===== src/common/quiz_macros.svh =====
`ifndef QUIZ_MACROS_SVH
`define QUIZ_MACROS_SVH

// board size
`define QUIZ_SWITCHES 10
`define QUIZ_DIGITS 4

// game length
`define QUIZ_LEVELS 4

// 50 MHz board clock, two ticks a second
`define QUIZ_TICK_CYCLES 25000000

`endif


===== src/common/quiz_pkg.sv =====
`include "quiz_macros.svh"

package quiz_pkg;

	typedef logic [`QUIZ_SWITCHES-1:0] switch_t; // switches and leds
	typedef logic [6:0] seg_t; // a..g on bits 6..0, active low
	typedef logic [$clog2(`QUIZ_LEVELS)-1:0] level_t; // 0 is level 1

	// digits keep their own value so a number casts straight in
	typedef enum logic [4:0] {
		g_0, g_1, g_2, g_3, g_4, g_5, g_6, g_7, g_8, g_9,
		g_blank,
		g_dash,
		g_t, g_r, g_u,
		g_f, g_a, g_l, g_s,
		g_e, g_n, g_d
	} glyph_t;

	// element 3 is the leftmost digit
	typedef glyph_t [`QUIZ_DIGITS-1:0] glyph_row_t;

	typedef enum logic [2:0] {
		state_start,
		state_chase,
		state_question,
		state_right_wait,
		state_wrong_wait,
		state_finish
	} game_state_t;

	// builds a row left to right, as it reads on the board
	function automatic glyph_row_t glyph_row(glyph_t g3, glyph_t g2, glyph_t g1, glyph_t g0);
		glyph_row_t row;
		row[3] = g3;
		row[2] = g2;
		row[1] = g1;
		row[0] = g0;
		return row;
	endfunction

endpackage


===== src/tick_pacer.sv =====
`timescale 1ns/1ps
`include "quiz_macros.svh"

module tick_pacer #(
	parameter int TICK_CYCLES = `QUIZ_TICK_CYCLES
) (
	input  logic Clock,
	input  logic reset,
	output logic tick
);

	localparam int CW = (TICK_CYCLES > 1) ? $clog2(TICK_CYCLES) : 1;
	localparam logic [CW-1:0] LAST = CW'(TICK_CYCLES - 1);

	logic [CW-1:0] count;

	always_ff @(posedge Clock or posedge reset) begin
		if (reset) begin
			count <= '0;
		end else if (count == LAST) begin
			count <= '0; // wrap
		end else begin
			count <= count + 1'b1;
		end
	end

	// one clock wide, once per period
	assign tick = (count == LAST);

endmodule


===== src/chaser/led_chaser.sv =====
`timescale 1ns/1ps
`include "quiz_macros.svh"

module led_chaser
	import quiz_pkg::*;
(
	input  logic    Clock,
	input  logic    reset,
	input  logic    tick,
	input  logic    chase,
	input  level_t  level,
	output switch_t led
);

	localparam int N = `QUIZ_SWITCHES;
	localparam logic [3:0] STEP_LAST = 4'(N - 1);

	logic [3:0] step;
	logic [3:0] step_next;
	switch_t up_mask; // lit at step 0, moving up
	switch_t down_mask; // lit at step 0, moving down
	logic [2*N-1:0] up_wide;
	logic [2*N-1:0] down_wide;
	switch_t pattern;

	always_comb begin
		step_next = step;
		if (tick) begin
			step_next = (step == STEP_LAST) ? 4'd0 : step + 1'b1;
		end
	end

	// start positions per level
	always_comb begin
		case (level)
			2'd0: begin
				up_mask = 10'h02A; // 1 3 5
				down_mask = 10'h000;
			end
			2'd1: begin
				up_mask = 10'h004; // 2
				down_mask = 10'h240; // 6 9
			end
			2'd2: begin
				up_mask = 10'h000;
				down_mask = 10'h110; // 4 8
			end
			default: begin
				up_mask = 10'h200; // 9
				down_mask = 10'h020; // 5
			end
		endcase
	end

	// doubled vector makes the shift a mod 10 rotate
	assign up_wide = {up_mask, up_mask} << step_next;
	assign down_wide = {down_mask, down_mask} >> step_next;
	assign pattern = up_wide[2*N-1:N] | down_wide[N-1:0];

	always_ff @(posedge Clock or posedge reset) begin
		if (reset) begin
			step <= '0;
			led <= '0;
		end else if (!chase) begin
			step <= '0; // restart on every level entry
			led <= '0;
		end else begin
			step <= step_next;
			led <= pattern;
		end
	end

endmodule


===== src/game/answer_check.sv =====
`timescale 1ns/1ps

module answer_check
	import quiz_pkg::*;
(
	input  level_t     level,
	input  switch_t    switch,
	output glyph_row_t question,
	output logic       correct
);

	switch_t answer;

	// question digits and the binary answer the player must set
	always_comb begin
		case (level)
			2'd0: begin
				question = glyph_row(g_1, g_2, g_3, g_4); // 12 + 34
				answer = 10'd46;
			end
			2'd1: begin
				question = glyph_row(g_4, g_2, g_1, g_5); // 42 - 15
				answer = 10'd27;
			end
			2'd2: begin
				question = glyph_row(g_1, g_2, g_1, g_1); // 12 * 11
				answer = 10'd132;
			end
			default: begin
				question = glyph_row(g_9, g_8, g_0, g_7); // 98 / 7
				answer = 10'd14;
			end
		endcase
	end

	// full word compare, unused upper switches must be off too
	assign correct = (switch == answer);

endmodule


===== src/game/game_control.sv =====
`timescale 1ns/1ps
`include "quiz_macros.svh"

module game_control
	import quiz_pkg::*;
(
	input  logic       Clock,
	input  logic       reset,
	input  logic       button,
	input  switch_t    switch,
	input  switch_t    led,
	input  glyph_row_t question,
	input  logic       correct,
	output level_t     level,
	output logic       chase,
	output glyph_row_t glyphs
);

	localparam int MW = $clog2(`QUIZ_SWITCHES + 1);
	localparam level_t LAST_LEVEL = level_t'(`QUIZ_LEVELS - 1);

	game_state_t state;
	game_state_t state_next;
	level_t level_next;
	logic button_q;
	logic press;
	logic all_off;
	logic caught;
	logic [MW-1:0] matched; // switches on under a lit led
	logic [MW-1:0] required;

	assign press = button & ~button_q; // rising edge only
	assign all_off = (switch == '0);

	always_comb begin
		matched = '0;
		for (int i = 0; i < `QUIZ_SWITCHES; i++) begin
			if (switch[i] && led[i]) begin
				matched = matched + 1'b1;
			end
		end
	end

	// three lit leds on the first two levels, two after that
	assign required = (level < 2'd2) ? MW'(3) : MW'(2);
	assign caught = (matched == required);

	always_comb begin
		state_next = state;
		level_next = level;
		case (state)
			state_start: begin
				if (press) begin
					state_next = state_chase;
					level_next = '0;
				end
			end
			state_chase: if (caught) state_next = state_question;
			state_question: begin
				if (press) begin
					state_next = correct ? state_right_wait : state_wrong_wait;
				end
			end
			state_right_wait: begin
				if (all_off) begin
					if (level == LAST_LEVEL) begin
						state_next = state_finish;
					end else begin
						state_next = state_chase;
						level_next = level + 1'b1;
					end
				end
			end
			state_wrong_wait: if (all_off) state_next = state_chase; // same level again
			state_finish: if (press) state_next = state_start;
			default: state_next = state_start;
		endcase
	end

	always_ff @(posedge Clock or posedge reset) begin
		if (reset) begin
			state <= state_start;
			level <= '0;
			button_q <= 1'b0;
		end else begin
			state <= state_next;
			level <= level_next;
			button_q <= button;
		end
	end

	assign chase = (state == state_chase);

	always_comb begin
		case (state)
			state_chase: glyphs = glyph_row(g_l, g_blank, g_blank, glyph_t'(5'(level) + 5'd1));
			state_question: glyphs = question;
			state_right_wait: glyphs = glyph_row(g_t, g_r, g_u, g_blank);
			state_wrong_wait: glyphs = glyph_row(g_f, g_a, g_l, g_s);
			state_finish: glyphs = glyph_row(g_e, g_n, g_d, g_blank);
			default: glyphs = glyph_row(g_dash, g_dash, g_dash, g_dash); // start screen
		endcase
	end

endmodule


===== src/seg_display.sv =====
`timescale 1ns/1ps

module seg_display
	import quiz_pkg::*;
(
	input  logic       Clock,
	input  logic       reset,
	input  glyph_row_t glyphs,
	output seg_t       bcd0,
	output seg_t       bcd1,
	output seg_t       bcd2,
	output seg_t       bcd3
);

	localparam seg_t SEG_DASH = 7'b1111110;

	// abcdefg, a zero lights the segment
	function automatic seg_t seg_of(glyph_t g);
		case (g)
			g_0: return 7'b0000001;
			g_1: return 7'b1001111;
			g_2: return 7'b0010010;
			g_3: return 7'b0000110;
			g_4: return 7'b1001100;
			g_5: return 7'b0100100;
			g_6: return 7'b0100000;
			g_7: return 7'b0001111;
			g_8: return 7'b0000000;
			g_9: return 7'b0000100;
			g_dash: return SEG_DASH;
			g_t: return 7'b1110000;
			g_r: return 7'b1111010;
			g_u: return 7'b1100011;
			g_f: return 7'b0111000;
			g_a: return 7'b0001000;
			g_l: return 7'b1110001;
			g_s: return 7'b0100100; // same shape as 5
			g_e: return 7'b0110000;
			g_n: return 7'b1101010;
			g_d: return 7'b1000010;
			default: return 7'b1111111; // blank
		endcase
	endfunction

	always_ff @(posedge Clock or posedge reset) begin
		if (reset) begin
			bcd0 <= SEG_DASH;
			bcd1 <= SEG_DASH;
			bcd2 <= SEG_DASH;
			bcd3 <= SEG_DASH;
		end else begin
			bcd0 <= seg_of(glyphs[0]); // rightmost
			bcd1 <= seg_of(glyphs[1]);
			bcd2 <= seg_of(glyphs[2]);
			bcd3 <= seg_of(glyphs[3]);
		end
	end

endmodule


===== src/quiz_top.sv =====
`timescale 1ns/1ps
`include "quiz_macros.svh"

module quiz_top
	import quiz_pkg::*;
#(
	parameter int TICK_CYCLES = `QUIZ_TICK_CYCLES
) (
	input  logic    Clock,
	input  logic    reset,
	input  logic    button,
	input  switch_t switch,
	output switch_t led,
	output seg_t    bcd0,
	output seg_t    bcd1,
	output seg_t    bcd2,
	output seg_t    bcd3
);

	logic tick;
	logic chase;
	logic correct;
	level_t level;
	glyph_row_t glyphs;
	glyph_row_t question;

	tick_pacer #(
		.TICK_CYCLES(TICK_CYCLES)
	) pacer0 (
		.Clock(Clock), .reset(reset), .tick(tick)
	);

	led_chaser chaser0 (
		.Clock(Clock), .reset(reset), .tick(tick),
		.chase(chase), .level(level), .led(led)
	);

	answer_check check0 (
		.level(level), .switch(switch), .question(question), .correct(correct)
	);

	game_control control0 (
		.Clock(Clock), .reset(reset), .button(button), .switch(switch),
		.led(led), .question(question), .correct(correct),
		.level(level), .chase(chase), .glyphs(glyphs)
	);

	seg_display display0 (
		.Clock(Clock), .reset(reset), .glyphs(glyphs),
		.bcd0(bcd0), .bcd1(bcd1), .bcd2(bcd2), .bcd3(bcd3)
	);

endmodule


===== config.mk =====
export PLATFORM = sky130hd
export DESIGN_NAME = quiz_top
export DESIGN_NICKNAME = d
export VERILOG_FILES = /design/src/common/quiz_pkg.sv /design/src/tick_pacer.sv /design/src/chaser/led_chaser.sv /design/src/game/answer_check.sv /design/src/game/game_control.sv /design/src/seg_display.sv /design/src/quiz_top.sv
export VERILOG_INCLUDE_DIRS = /design/src /design/src/common
export SDC_FILE = /design/constraint.sdc
export NUM_CORES = 1
export LEC_CHECK = 0
export ABC_AREA = 1
export BUFFER_PORTS_ARGS = -buffer_cell sky130_fd_sc_hd__buf_4
export CAP_MARGIN = 15
export CORE_MARGIN = 2
export CORE_UTILIZATION = 39
export CTS_CLUSTER_SIZE = 8
export DETAILED_ROUTE_END_ITERATION = 6
export HOLD_SLACK_MARGIN = 0.1
export PLACE_DENSITY = 0.57
export RECOVER_POWER = 100
export SLEW_MARGIN = 40
export SYNTH_ARGS = -nofsm -noshare
export SYNTH_HDL_FRONTEND = slang
export SYNTH_SLANG_ARGS = --single-unit

===== constraint.sdc =====
create_clock -name Clock -period 5.7 [get_ports Clock]
set_input_delay 0.57 -clock Clock [delete_from_list [all_inputs] [get_ports Clock]]
set_output_delay 0.57 -clock Clock [all_outputs]
set_load 0.005 [all_outputs]

==> impl_metrics.yaml, run 1 <==
run_status:
  run_status: "complete, but fails checks"
  failed_checks: "max-capacitance violations, max-slew violations"
final_layout:
  area.growth.synth_to_final_pct: 16.2
  n_fill_cell: 1414
  drive_gt1_share_pct: 19.3
  final_net_count: 886
  inserted_diodes: 0
  final_cell_area_um2: 6390
die:
  floorplan.initialDensity_pct: 39.8
  design.core.area_um2: 13800
  num_io_pins: 51
  placementRows: 43
  die_height_um: 123
  die_area_um2: 15100
  die_width_um: 123
timing:
  part_of_the_cycle_the_worst_path_needs_pct: 93.3
  rsz0062_at_grt: "no"
  timing.final.setup_violations: 0
  measured_slew_at_the_worst_slew_check_pin_ns: 3.79
  finalCriticalPeriod_ns: 5.32
  hold_violations: 0
  drv_slew: 93
  relSlewSlack_pct: -153
  post_route_clock_skew_ns: 0.0125
  fmaxAchievable_mhz: 188
global_routing:
  grt_first_pass_wirelength_mm: 23.1
  antenna_found_initial: 0
  global_route.overflow_total: 0
  grt_max_degree: 74
  first_global_vias: 4931
  gr_util_all_layers_pct: 19.2
yosys:
  synthCells: 771
  yosys-mux-area-fraction_pct: 0
  synth.top_cells.by_count: "nand2_1 (182), inv_1 (111), nor2_1 (87)"
  yosys_warnings: 0
  synthAdderAreaFrac_pct: 9.10
  synth.lib_cells_used.distinct: 54
  synth_most_common_cell: "nand2_1"
  ys_seq_area_share_pct: 33.8
  post_synth.cell_area_avg_um2: 7.13
  yosys.area.top_type_share_pct: 22.3
  synth_async_sr_flop_share_pct: 100
  synth_largest_area_cell: "dfrtp_1"
  number_of_enable_flip_flop_cells_after_synthesis: 0
  largest_family_of_logic_cells_by_synthesized_area: "simple AND/OR/NAND/NOR gates"
  postSynth.topFlopCell: "dfrtp_1"
  synth-seq-cells: 73
  post_synth_and_or_nand_nor_area_fraction_pct: 34.8
  synth-xor-area-share_pct: 1.43
  synthTopCellsByArea: "dfrtp_1 (22%), nand2_1 (12%), dfstp_2 (11%)"
  synth_fp_nets: 824
  synthesis.area_um2: 5500
  synth-compound-area-share_pct: 11.6
routing:
  detailroute.via_count: 5137
  drt_iter0_markers: 304
  antenna_violating_nets_remaining: 0
  route.final.wire_length_mm: 13.7
  vias_per_cell: 5.05
  drc: 0
  detail_route.first_pass.iterations: 5
  post_drt_wl_per_cell_um: 13.5
power:
  power.net_switching_mw: 1.04
  intPower_mw: 1.44
  leakage_nw: 3.27
  p_sw_share_pct: 41.9
  comb_power_share_pct: 48.3
  pwr_density_cell_nw_per_um2: 387
  clock_share_of_power_pct: 21.6
  design_power_total_mw: 2.47
  worst_ir_drop_vdd_mv: 0.201
  seqPwrFrac_pct: 30.1
placement:
  rd_place_congestion: 0.890
  port_buffers: 50
  dpl.hpwl_mm: 10.6
  placedInstanceArea_um2: 6110
critical_path:
  crit_path_frequent_cell: "nand2_2"
  worst_ep_required_time_ns: 5.92
  path_class: "reg -> reg"
  critPathSlowestCell: "dfrtp_1"
  worst-endpoint-arrival_ns: 5.53
  setup.worst_path.end_class: "flop"
  timing.critical_path.fanout_max: 4
  worst_path_largest_cell_delay_ns: 0.38
  worst_setup_sp_type: "flop"
min_path:
  hp-class: "in -> reg"
flow_run:
  max-cap-violations: 2
clocking:
  tritoncts.num_buffers: 9
  clk_path_buf_depth: 2
  cts.reportedPaths.clkPinSlew_ns: 0.06
  clock_sink_count: 73
  tritoncts: "yes"
  clock_latency_ns: 0.34
  ctsHtreeMaxLevel: 3
  root_buf_cell: "clkbuf_16"
## power by group through the flow
| stage | logic, mW | registers [mW] | clock network, mW |
|---|---|---|---|
| after floorplan | 0.786 | 0.752 | 0 |
| after global placement | 1.17 | 0.752 | 0 |
| after detailed placement | 1.19 | 0.752 | 0 |
| after CTS | 1.20 | 0.748 | 0.551 |
| after global routing | 1.37 | 0.755 | 0.572 |
| final | 1.19 | 0.744 | 0.534 |
## final cells by class
class / count / area, µm² / share of cell area, %
timing repair buffer: 59 / 424 / 6.64
clock buffer: 10 / 239 / 3.74
inverter: 123 / 462 / 7.22
tap: 180 / 225 / 3.52
sequential: 73 / 1860 / 29.1
clock inverter: 6 / 41.3 / 0.646
multi-input combinational: 567 / 3140 / 49.2
## logic make-up after synthesis
kind of cell | after synthesis
AOI/OAI and AO/OA | 102
xor gates and xnor gates | 9
buffers and inverters | 131
and+or+nand+nor | 416
adders and majority gates | 40
DFF | 73
## critical path, delay by kind of cell, from the launching register on
family | cells | cell delay (ns)
fa+ha+maj | 8 | 2.22
flops | 1 | 0.38
simple gates | 20 | 2.05
buf+inv | 6 | 0.31
compound gates | 2 | 0.24
## sequential cells by signal, indices dropped and copies added, names as in the netlist
signal	count
pacer0.count	25
chaser0.led	10
display0.bcd0	7
display0.bcd1	7
display0.bcd2	7
display0.bcd3	7
chaser0.step	4
control0.state	3
control0.level	2
control0.button_q	1
## path summary, 6_finish.rpt
check                           startpoint           endpoint  slack (ns)  depth (start not counted)
min reg2reg                pacer0.count[0]    pacer0.count[0]        0.46                          1
min                                 button  control0.button_q        0.37                          1
min in group asynchronous            reset   display0.bcd1[0]        1.72                          3
max reg2reg                 chaser0.led[0]  control0.state[0]        0.38                         36
max                         chaser0.led[0]  control0.state[0]        0.38                         36
max in group asynchronous            reset   display0.bcd0[0]        1.85                          3
## through the flow
| step | util [%] | hold WS [ns] | cells | TNS, ns | worst slack (ns) |
|---|---|---|---|---|---|
| finish | 46.2 | 0.366 | 1018 | 0 | 0.382 |
| global route | 46.2 | 0.367 | 1018 | 0 | 0.0274 |
| CTS | 46.2 | 0.334 | 1016 | 0 | 0.182 |
| detailed placement | 44.2 | 0.454 | 1000 | -0.293 | -0.107 |
| global placement | 44.1 | 0.451 | 1000 | 0 | 0.0178 |
| floorplan | - | 0.433 | 771 | 0 | 0.284 |
## routing by layer
layer,vias up,wire length (µm),global-route usage (%)
li1,2608,-,-
met1,2408,6600,26.2
met2,109,6410,31.8
met3,12,538,2.23
met4,0,161,5.60
met5,-,0,0
## placed cells by master, fill, tap and decap left out, drive strengths merged, types with 2 or more instances in the layout
cell type,Yosys,routed
dfrtp,49,49
nor3b,3,3
inv,121,122
nand3,84,84
a211oi,2,2
a31oi,6,6
nand2,202,202
o22ai,4,4
o21a,3,3
o31ai,2,2
o21ai,42,42
o221a,2,2
o211ai,6,6
xor2,8,8
nand4,8,8
dfstp,24,24
ha,40,40
clkinv,2,4
nor2,96,96
nor3,14,14
buf,6,17
a221oi,2,2
clkinvlp,0,3
clkbuf,2,52
or2,6,6
a21oi,25,25
## what timing repair did
item,CTS,global route
gates resized for setup,0,15
hold endpoints to repair,0,0
hold buffers,0,0
buffers inserted,0,2
setup endpoints to repair,0,3
Note: power is estimated with default switching activity, not from simulation.
==> run 2: changes to the inputs <==
CORE_UTILIZATION = 45   (was 39)
PLACE_DENSITY = 0.64   (was 0.57)
==> impl_metrics.yaml, run 2 (synthesis results as in run 1) <==
critical_path:
  worst_path_largest_cell_delay_ns: 0.38
  setup.worst_path.end: "control0.state[1]"
  timing.rr.end: "control0.state[1]"
  setup.worst_path.end_class: "flop"
  critPathSlowestCell: "dfrtp_1"
  worst_setup_sp_type: "flop"
  reg2reg_slack_ns: 0.40
  critPathLaunch: "chaser0.led[0]"
  reg2reg_from: "chaser0.led[0]"
  timing.critical_path.fanout_max: 4
  number_of_cell_instances_on_the_worst_register_to_register_path: 36
  path_class: "reg -> reg"
  worst-endpoint-arrival_ns: 5.52
  worst_ep_required_time_ns: 5.92
final_layout:
  stdcell_count: 984
  final_net_count: 885
  largest_register: "pacer0.count"
  final_util_pct: 52.8
  final_cell_mix: "nand2_1 (176), inv_1 (113), nor2_1 (92)"
  multiInputGateArea_um2: 3130
  drive_gt1_share_pct: 18.4
  sequential_cell_area_um2: 1860
  layout.cells.most_common: "nand2_1"
  number_of_flip_flops_under_the_largest_register_name: 25
  area.growth.synth_to_final_pct: 14.8
  inserted_diodes: 0
  n_fill_cell: 1205
  top_regs: "pacer0.count (25), chaser0.led (10)"
  final_cell_area_um2: 6320
routing:
  drt_iter0_markers: 380
  vias_per_cell: 5.20
  post_drt_wl_per_cell_um: 13.5
  antenna_violating_nets_remaining: 0
  route.final.wire_length_mm: 13.3
  detail_route.first_pass.iterations: 5
  drc: 0
  detailroute.via_count: 5116
flow_run:
  max-cap-violations: 2
clocking:
  tritoncts: "yes"
  clk_path_buf_depth: 2
  clock_latency_ns: 0.34
  cts.hold.buffers_added: 0
  clock_sink_count: 73
  tritoncts.num_buffers: 9
  ctsHtreeMaxLevel: 3
  root_buf_cell: "clkbuf_16"
  cts.reportedPaths.clkPinSlew_ns: 0.06
timing:
  timing.final.setup_violations: 0
  post_route_clock_skew_ns: 0.00997
  drv_slew: 93
  relSlewSlack_pct: -156
  fmaxAchievable_mhz: 189
  hold_violations: 0
  part_of_the_cycle_the_worst_path_needs_pct: 92.9
  finalCriticalPeriod_ns: 5.30
  measured_slew_at_the_worst_slew_check_pin_ns: 3.83
die:
  design.core.area_um2: 12000
  num_io_pins: 51
  die_width_um: 115
  die_area_um2: 13100
  die_height_um: 115
  floorplan.initialDensity_pct: 46.0
  placementRows: 40
power:
  power.net_switching_mw: 1.03
  clock_share_of_power_pct: 21.5
  intPower_mw: 1.42
  worst_ir_drop_vdd_mv: 0.251
  leakage_nw: 3.26
  comb_power_share_pct: 48.2
  pwr_density_cell_nw_per_um2: 388
  seqPwrFrac_pct: 30.3
  p_sw_share_pct: 42.1
global_routing:
  grt_first_pass_wirelength_mm: 22.4
  antenna_found_initial: 0
  first_global_vias: 4957
  grt_max_degree: 74
  global_route.overflow_total: 0
  gr_util_all_layers_pct: 21.1
placement:
  dpl.hpwl_mm: 10.2
  rd_place_congestion: 0.916
  placedInstanceArea_um2: 6060
  port_buffers: 50
  place_inst: 965
min_path:
  whs_path_depth: 1
  hp-class: "in -> reg"
run_status:
  failed_checks: "max-capacitance violations, max-slew violations"
  run_status: "complete, but fails checks"
-- run 2: cell type report --
type / instances / area share (%)
Inverter: 123 / 7.31
Sequential cell: 73 / 29.4
Multi-Input combinational cell: 567 / 49.5
Clock inverter: 7 / 0.852
Clock buffer: 9 / 3.57
Tap cell: 147 / 2.91
Timing Repair Buffer: 58 / 6.48
-- run 2: worst min-delay path by stage --
| stage | end | slack (ns) | start |
|---|---|---|---|
| floorplan | pacer0.count[0] | 0.43 | pacer0.count[0] |
| global placement | pacer0.count[0] | 0.45 | pacer0.count[0] |
| detailed placement | pacer0.count[0] | 0.46 | pacer0.count[0] |
| CTS | control0.button_q | 0.34 | button |
| global route | control0.button_q | 0.36 | button |
| finish | control0.button_q | 0.37 | button |
-- run 2: through the flow --
step | total power [mW] | setup TNS [ns] | setup WS, ns | hold slack, ns
floorplan | 1.54 | 0 | 0.284 | 0.433
finish | 2.45 | 0 | 0.403 | 0.368
global route | 2.67 | -0.0299 | -0.0205 | 0.365
CTS | 2.48 | 0 | 0.177 | 0.338
detailed placement | 1.93 | -0.271 | -0.0991 | 0.456
global placement | 1.91 | 0 | 0.00242 | 0.450
-- run 2: per-layer routing --
| layer | vias up | wire length [µm] | global-route usage [%] |
|---|---|---|---|
| met1 | 2377 | 6240 | 27.5 |
| met4 | 0 | 188 | 7.07 |
| li1 | 2601 | - | - |
| met5 | - | 0 | 0 |
| met2 | 118 | 6290 | 35.2 |
| met3 | 20 | 565 | 4.02 |
-- run 2: critical path, delay by kind of cell (launching register included) --
| kind | cells | cell delay, ns |
|---|---|---|
| AOI/OAI and AO/OA | 2 | 0.24 |
| and+or+nand+nor | 20 | 2.10 |
| buffers and inverters | 6 | 0.30 |
| adders and majority gates | 8 | 2.17 |
| DFF | 1 | 0.38 |
-- run 2: repair_timing --
item,in CTS,in global routing
resized for setup,0,11
setup buffers,0,3
setup endpoints to repair,0,3
-- run 2: power by group through the flow --
stage	combinational [mW]	clock, mW	sequential, mW
3_5_place_dp	1.18	0	0.751
6_report	1.18	0.526	0.743
5_1_grt	1.35	0.559	0.755
2_1_floorplan	0.786	0	0.752
4_1_cts	1.19	0.540	0.746
3_3_place_gp	1.16	0	0.750
